$ cat config.mk
export PLATFORM = sky130hd
export DESIGN_NAME = pss_detector_top
export DESIGN_NICKNAME = d
export VERILOG_FILES = /design/src/pss_pkg.sv /design/src/pss_detector_top.sv /design/src/pss_decision.sv /design/src/pss_correlator_lane.sv /design/src/pss_sample_intake.sv
export VERILOG_INCLUDE_DIRS = /design/src
export SDC_FILE = /design/constraint.sdc
export NUM_CORES = 2
export LEC_CHECK = 0
export BUFFER_PORTS_ARGS = -buffer_cell sky130_fd_sc_hd__buf_2
export CAP_MARGIN = 25
export CORE_MARGIN = 5
export CORE_UTILIZATION = 60
export CTS_CLUSTER_DIAMETER = 50
export CTS_CLUSTER_SIZE = 16
export DETAILED_ROUTE_END_ITERATION = 8
export GPL_ROUTABILITY_DRIVEN = 0
export GPL_TIMING_DRIVEN = 0
export PLACE_DENSITY = 0.76
export RECOVER_POWER = 50
export SLEW_MARGIN = 30
export SYNTH_ARGS = -nofsm -noshare
export SYNTH_HDL_FRONTEND = slang
export SYNTH_SLANG_ARGS = --single-unit
$ cat constraint.sdc
create_clock -name clk_i -period 21.3 [get_ports clk_i]
set_input_delay 5.325 -clock clk_i [delete_from_list [all_inputs] [get_ports clk_i]]
set_output_delay 5.325 -clock clk_i [all_outputs]
set_load 0.03 [all_outputs]
$ cat src/pss_macros.svh
`ifndef PSS_MACROS_SVH
`define PSS_MACROS_SVH

// --------------------
// datapath sizing
// --------------------

// width of each I and Q component, signed
`define PSS_SAMPLE_W   8
// correlation window, in samples
`define PSS_WIN_LEN    16
// one lane per N_id_2 hypothesis
`define PSS_NUM_LANES  3
// |sum re| + |sum im| tops out at 2 * 16 * 128
`define PSS_SCORE_W    13
// minimum score for a hit
`define PSS_THRESHOLD  1200

// --------------------
// local sign sequences
// --------------------

// bit set means tap +1, bit 0 is the newest sample
// scrambled walsh rows, zero cross-correlation at zero lag
`define PSS_SEQ_0      16'hB271
`define PSS_SEQ_1      16'h4D71
`define PSS_SEQ_2      16'h4281

`endif
$ cat src/pss_pkg.sv
`include "pss_macros.svh"

package pss_pkg;

    // --------------------
    // sample stream
    // --------------------

    // one complex baseband sample
    typedef struct packed {
        logic signed [`PSS_SAMPLE_W-1:0] re;
        logic signed [`PSS_SAMPLE_W-1:0] im;
    } iq_sample_t;

    // --------------------
    // lane output
    // --------------------

    // valid pulses for one cycle per accepted sample
    // hit and score hold until the next sample
    typedef struct packed {
        logic                    valid;
        logic                    hit;
        logic [`PSS_SCORE_W-1:0] score;
    } lane_result_t;

    // --------------------
    // detector mode
    // --------------------

    typedef enum logic [1:0] {
        MODE_SEARCH = 2'd0,
        MODE_FIND   = 2'd1,
        MODE_PAUSE  = 2'd2
    } pss_mode_e;

endpackage

$ cat src/pss_detector_top.sv
`timescale 1ns/1ps
`include "pss_macros.svh"

module pss_detector_top (
    input  logic                     clk_i,
    input  logic                     reset_ni,
    input  logic                     req_i,
    input  pss_pkg::iq_sample_t      sample_i,
    output logic                     ack_o,
    input  pss_pkg::pss_mode_e       mode_i,
    input  logic [1:0]               requested_nid_i,
    output logic [1:0]               nid_o,
    output logic                     nid_valid_o,
    output logic [`PSS_SCORE_W-1:0]  peak_score_o
);

    import pss_pkg::*;

    // lane n takes slice n
    localparam logic [`PSS_NUM_LANES*`PSS_WIN_LEN-1:0] LANE_SEQS =
        {`PSS_SEQ_2, `PSS_SEQ_1, `PSS_SEQ_0};

    iq_sample_t   lane_sample;
    logic         lane_stb;
    logic         enable;
    lane_result_t lane_results [`PSS_NUM_LANES];

    // --------------------
    // sample intake
    // --------------------

    pss_sample_intake i_pss_sample_intake (
        .clk_i        (clk_i),
        .reset_ni     (reset_ni),
        .req_i        (req_i),
        .sample_i     (sample_i),
        .enable_i     (enable),
        .ack_o        (ack_o),
        .sample_o     (lane_sample),
        .sample_stb_o (lane_stb)
    );

    // --------------------
    // one correlator per N_id_2
    // --------------------

    for (genvar i = 0; i < `PSS_NUM_LANES; i++) begin : g_lane
        pss_correlator_lane #(
            .SEQ (LANE_SEQS[i*`PSS_WIN_LEN +: `PSS_WIN_LEN])
        ) i_pss_correlator_lane (
            .clk_i        (clk_i),
            .reset_ni     (reset_ni),
            .sample_i     (lane_sample),
            .sample_stb_i (lane_stb),
            .result_o     (lane_results[i])
        );
    end

    // --------------------
    // decision
    // --------------------

    pss_decision i_pss_decision (
        .clk_i           (clk_i),
        .reset_ni        (reset_ni),
        .mode_i          (mode_i),
        .requested_nid_i (requested_nid_i),
        .results_i       (lane_results),
        .enable_o        (enable),
        .nid_o           (nid_o),
        .nid_valid_o     (nid_valid_o),
        .peak_score_o    (peak_score_o)
    );

endmodule

$ cat src/pss_decision.sv
`timescale 1ns/1ps
`include "pss_macros.svh"

module pss_decision (
    input  logic                     clk_i,
    input  logic                     reset_ni,
    input  pss_pkg::pss_mode_e       mode_i,
    input  logic [1:0]               requested_nid_i,
    input  pss_pkg::lane_result_t    results_i [`PSS_NUM_LANES],
    output logic                     enable_o,
    output logic [1:0]               nid_o,
    output logic                     nid_valid_o,
    output logic [`PSS_SCORE_W-1:0]  peak_score_o
);

    import pss_pkg::*;

    // enough to count every lane hitting at once
    localparam int CNT_W = $clog2(`PSS_NUM_LANES + 1);

    logic [CNT_W-1:0]        hit_cnt;
    logic [1:0]              hit_nid;
    logic [`PSS_SCORE_W-1:0] hit_score;
    logic                    peak;

    // --------------------
    // hit census
    // --------------------

    // nid and score only matter when exactly one lane hits
    always_comb begin
        hit_cnt   = '0;
        hit_nid   = '0;
        hit_score = '0;
        for (int i = 0; i < `PSS_NUM_LANES; i++) begin
            if (results_i[i].valid && results_i[i].hit) begin
                hit_cnt   = hit_cnt + CNT_W'(1);
                hit_nid   = 2'(i);
                hit_score = results_i[i].score;
            end
        end
    end

    // --------------------
    // mode rules
    // --------------------

    always_comb begin
        case (mode_i)
            MODE_SEARCH: begin
                peak = (hit_cnt == CNT_W'(1));
            end
            MODE_FIND: begin
                // a single hit on some other lane is not a peak
                peak = (hit_cnt == CNT_W'(1)) && (hit_nid == requested_nid_i);
            end
            default: begin
                // paused, or an unused mode code
                peak = 1'b0;
            end
        endcase
    end

    // --------------------
    // output registers
    // --------------------

    always_ff @(posedge clk_i) begin
        if (!reset_ni) begin
            enable_o     <= 1'b0;
            nid_valid_o  <= 1'b0;
            nid_o        <= '0;
            peak_score_o <= '0;
        end else begin
            // lanes stop taking samples while paused
            enable_o    <= (mode_i != MODE_PAUSE);
            nid_valid_o <= peak;
            // hold the last peak until a new one arrives
            if (peak) begin
                nid_o        <= hit_nid;
                peak_score_o <= hit_score;
            end
        end
    end

endmodule

$ cat src/pss_correlator_lane.sv
`timescale 1ns/1ps
`include "pss_macros.svh"

module pss_correlator_lane #(
    parameter logic [`PSS_WIN_LEN-1:0] SEQ = `PSS_SEQ_0
) (
    input  logic                  clk_i,
    input  logic                  reset_ni,
    input  pss_pkg::iq_sample_t   sample_i,
    input  logic                  sample_stb_i,
    output pss_pkg::lane_result_t result_o
);

    import pss_pkg::*;

    // signed accumulator, wide enough for 16 full-scale samples
    localparam int ACC_W = `PSS_SAMPLE_W + $clog2(`PSS_WIN_LEN) + 1;

    // 15 past samples, the new one makes up the 16th tap
    iq_sample_t hist_q [`PSS_WIN_LEN-1];
    iq_sample_t taps   [`PSS_WIN_LEN];

    logic signed [ACC_W-1:0]        sum_re;
    logic signed [ACC_W-1:0]        sum_im;
    logic        [ACC_W-1:0]        abs_re;
    logic        [ACC_W-1:0]        abs_im;
    logic        [`PSS_SCORE_W-1:0] score;

    // --------------------
    // window as seen after the shift
    // --------------------

    always_comb begin
        taps[0] = sample_i;
        for (int k = 1; k < `PSS_WIN_LEN; k++) begin
            taps[k] = hist_q[k-1];
        end
    end

    // --------------------
    // signed sums and magnitude
    // --------------------

    always_comb begin
        sum_re = '0;
        sum_im = '0;
        for (int k = 0; k < `PSS_WIN_LEN; k++) begin
            // +1 tap adds, -1 tap subtracts
            if (SEQ[k]) begin
                sum_re = sum_re + ACC_W'(taps[k].re);
                sum_im = sum_im + ACC_W'(taps[k].im);
            end else begin
                sum_re = sum_re - ACC_W'(taps[k].re);
                sum_im = sum_im - ACC_W'(taps[k].im);
            end
        end
    end

    // |re| + |im| instead of the true modulus
    assign abs_re = sum_re[ACC_W-1] ? ACC_W'(-sum_re) : ACC_W'(sum_re);
    assign abs_im = sum_im[ACC_W-1] ? ACC_W'(-sum_im) : ACC_W'(sum_im);
    assign score  = `PSS_SCORE_W'(abs_re) + `PSS_SCORE_W'(abs_im);

    // --------------------
    // window shift and result register
    // --------------------

    always_ff @(posedge clk_i) begin
        if (!reset_ni) begin
            for (int k = 0; k < `PSS_WIN_LEN - 1; k++) begin
                hist_q[k] <= '0;
            end
            result_o <= '0;
        end else begin
            result_o.valid <= sample_stb_i;
            if (sample_stb_i) begin
                // oldest sample falls off the end
                for (int k = 0; k < `PSS_WIN_LEN - 1; k++) begin
                    hist_q[k] <= taps[k];
                end
                result_o.score <= score;
                result_o.hit   <= (score >= `PSS_SCORE_W'(`PSS_THRESHOLD));
            end
        end
    end

endmodule

$ cat src/pss_sample_intake.sv
`timescale 1ns/1ps

module pss_sample_intake (
    input  logic                clk_i,
    input  logic                reset_ni,
    input  logic                req_i,
    input  pss_pkg::iq_sample_t sample_i,
    input  logic                enable_i,
    output logic                ack_o,
    output pss_pkg::iq_sample_t sample_o,
    output logic                sample_stb_o
);

    // --------------------
    // handshake state
    // --------------------

    typedef enum logic {
        ST_IDLE = 1'b0,
        ST_ACK  = 1'b1
    } intake_state_e;

    intake_state_e state_q;

    // ack is just the state, so it rises and falls on the edge that sees req change
    assign ack_o = (state_q == ST_ACK);

    // --------------------
    // four-phase receiver
    // --------------------

    always_ff @(posedge clk_i) begin
        if (!reset_ni) begin
            state_q      <= ST_IDLE;
            sample_stb_o <= 1'b0;
        end else begin
            // strobe lives for the first ack cycle only
            sample_stb_o <= 1'b0;
            case (state_q)
                ST_IDLE: begin
                    if (req_i) begin
                        state_q <= ST_ACK;
                        // paused: still acknowledge, but drop the sample
                        sample_stb_o <= enable_i;
                    end
                end
                ST_ACK: begin
                    // wait for the source to release req
                    if (!req_i) begin
                        state_q <= ST_IDLE;
                    end
                end
                default: begin
                    state_q <= ST_IDLE;
                end
            endcase
        end
    end

    // sample register, loaded when a new request is seen
    always_ff @(posedge clk_i) begin
        if (state_q == ST_IDLE && req_i) begin
            sample_o <= sample_i;
        end
    end

endmodule

==> run metrics <==
failing checks=max-capacitance violations, max-slew violations; gr usage total=28.8%; final worst-path cycle share=between 50% and 60%; Slew Limit Fails=99; Die Y-Extent=253 µm; layout cells sized above 1=3.72%; htree depth=2; first-pass GRT wire length=141 mm; Top FF cell, synth=edfxtp_1; clock buffer depth=3; Final nets=4196; CP top delay family=buffers and inverters; DR WL/cell=about 22 µm; RSZ-0062 raised after global routing=false; vias in the first global route=25600; initial antenna violation count=5; grt total ovfl=0; Post-synth top cells=823 x inv_1, 667 x fa_1, 256 x edfxtp_1, 204 x nor2_1, 174 x ha_1; Worst-Skew Late Latency=0.60 ns; HP Class=register to register; drt pass-1 iters=5; Worst setup SP type=input pin; status=finished with violations; post-synth top area cell=fa_1; Die Wd=around 250 µm; root buffer cell=clkbuf_16; most common cell in the netlist=inv_1; post-CTS setup buffers=0; synth top area cells=fa_1 38%, edfxtp_1 22%, inv_1 8.7%; crit path DAT=11.40 ns; reg2reg start=i_pss_sample_intake.sample_o[2]; slowest stage cell, crit path=clkinvlp_2; Max-Cap Viols=2; number of buffers created by CTS=40; DRT Wirelength=90.1 mm; Max Clk Rate=89.9 MHz; average via count per standard cell=about 5.7; min cycle time layout=roughly 11 ns; Num Clock Sinks=318; CP bufs+invs=5; antenna viol nets, final=0; final setup fails=0; syn nets=between 4000 and 5000; Hold Startpoint=g_lane[0].i_pss_correlator_lane.result_o[12]; core area=just under 60000 µm²; Yosys reg bits=318; Via Count=between 20000 and 25000; crit path max fanout=84; area of the die=63900 µm²; Yosys warnings=0; DRC violations left=0; Clock Skews=0.0366 ns; EDFF count, synth=256; Starting Density=60.2%; Setup TNS Final=0 ns; CP Capture Type=register; crit path kind=input pin to register; Critical Path, Cell by Cell=clkbuf_1, nor2b_1, clkbuf_1, clkinvlp_2, buf_16, buf_16; hold_buf cts=0; Setup crit start=reset_ni; Post-Syn Area per Cell=10.9 µm²; CTS resizes=0; sequential-to-total area share from yosys stat=25.3%; Netlist Area Pre-Place=35400 µm²; ys async rst share=0%; DR iter-0 viols=2066; Filler cells=about 4300; Final Hold Vio Count=0; number of port buffers=39; Worst Tran Pin Value=4.12 ns; clock-pin transition on the worst setup and hold timing paths=0.07 ns; P&R area growth vs syn=7.52%; TritonCTS clock tree=done; Final HPWL DP=74.1 mm; biggest cell delay along the critical path=3.18 ns; Synth top area share=37.8%; Boundary Pins=40; Mapped Cells=between 3000 and 4000; Yosys cell types=73; slew margin rel.=-176%; Req. time, crit path=21.58 ns; largest net degree at the start of global routing=85; # rows=89
[registers in the layout, indices dropped and copies added, names as in the netlist]
name / flops
g_lane.i_pss_correlator_lane.hist_q: 240
g_lane.i_pss_correlator_lane.result_o: 43
i_pss_decision.enable_o: 1
i_pss_decision.nid_o: 2
i_pss_decision.nid_valid_o: 1
i_pss_decision.peak_score_o: 13
i_pss_sample_intake.ack_o: 1
i_pss_sample_intake.sample_o: 16
i_pss_sample_intake.sample_stb_o: 1
[per-layer routing]
metal / wire, µm / track usage [%] / part of all wire (%) / vias up
met2: 42200 / 46.0 / 47 / 1059
met5: 31 / 0 / 0.034 / -
met1: 35200 / 38.9 / 39 / 11900
li1: - / - / - / 10300
met4: 4230 / 11.7 / 4.7 / 4
met3: 8570 / 6.50 / 9.5 / 208
[metrics by stage]
stage	util [%]	instance area, µm²	hold WS, ns	worst slack (ns)	std cells
3_3_place_gp	62.2	36500	0.438	7.78	4061
2_1_floorplan	-	35400	0.422	10.38	3249
5_1_grt	64.8	38000	0.484	9.74	4137
3_5_place_dp	62.4	36600	0.449	10.29	4063
4_1_cts	64.8	38000	0.459	10.27	4137
6_report	64.8	38000	0.459	10.18	4142
[area by class of cell]
| type | count | area, µm² | share of cell area [%] |
|---|---|---|---|
| Antenna cell | 5 | 12.5 | 0.0329 |
| Sequential cell | 318 | 8930 | 23.5 |
| Tap cell | 773 | 967 | 2.54 |
| Clock buffer | 42 | 1010 | 2.65 |
| Inverter | 823 | 3090 | 8.13 |
| Buffer | 63 | 236 | 0.622 |
| Clock inverter | 32 | 432 | 1.14 |
| Timing Repair Buffer | 41 | 225 | 0.592 |
| Multi-Input combinational cell | 2045 | 23100 | 60.8 |
[kinds of logic (layout without fill, tap and decap cells)]
family / after synthesis / count (layout) / share of synthesized area [%]
AO/OA/AOI/OAI: 348 / 348 / 6.68
flip-flops: 318 / 318 / 25.3
adder cells (fa/ha/maj): 841 / 841 / 43.9
multiplexers: 28 / 28 / 0.814
buffers and inverters: 886 / 1001 / 9.41
other: 0 / 5 / 0
AND/OR/NAND/NOR: 640 / 640 / 9.22
XOR/XNOR: 188 / 188 / 4.70
[tightest hold or removal path, cell delays in order, from the launching register on]
cell and delay [ns]:
dfxtp_1 0.32, nand2_1 0.05, o21ai_1 0.05
[placed cells by master (no fill, tap or decap), types with 39 or more instances in the layout]
cell type,netlist,final
inv_1,823,822
fa_1,667,667
edfxtp_1,256,256
nor2_1,204,204
ha_1,174,174
xnor2_1,128,128
nand2_1,89,89
clkbuf_1,62,85
o21ai_0,76,76
dfxtp_1,62,62
a21oi_1,60,60
and3_1,59,59
xor2_1,59,58
and2_0,0,55
nor2b_1,45,45
clkbuf_16,0,40
a21o_1,39,39
[path summary, 6_finish.rpt]
check | endpoint | slack [ns] | cells after the start
worst max-delay path | g_lane[0].i_pss_correlator_lane.hist_q[0][172] | 10.18 | 6
worst min-delay path | g_lane[0].i_pss_correlator_lane.result_o[12] | 0.46 | 2
worst max register to register | g_lane[1].i_pss_correlator_lane.result_o[13] | 10.29 | 38
worst min register to register | g_lane[0].i_pss_correlator_lane.result_o[12] | 0.46 | 2
Power is left out: the tool's default activity adds up to more than one toggle a clock period on the data nets, which glitch-free logic cannot reach.
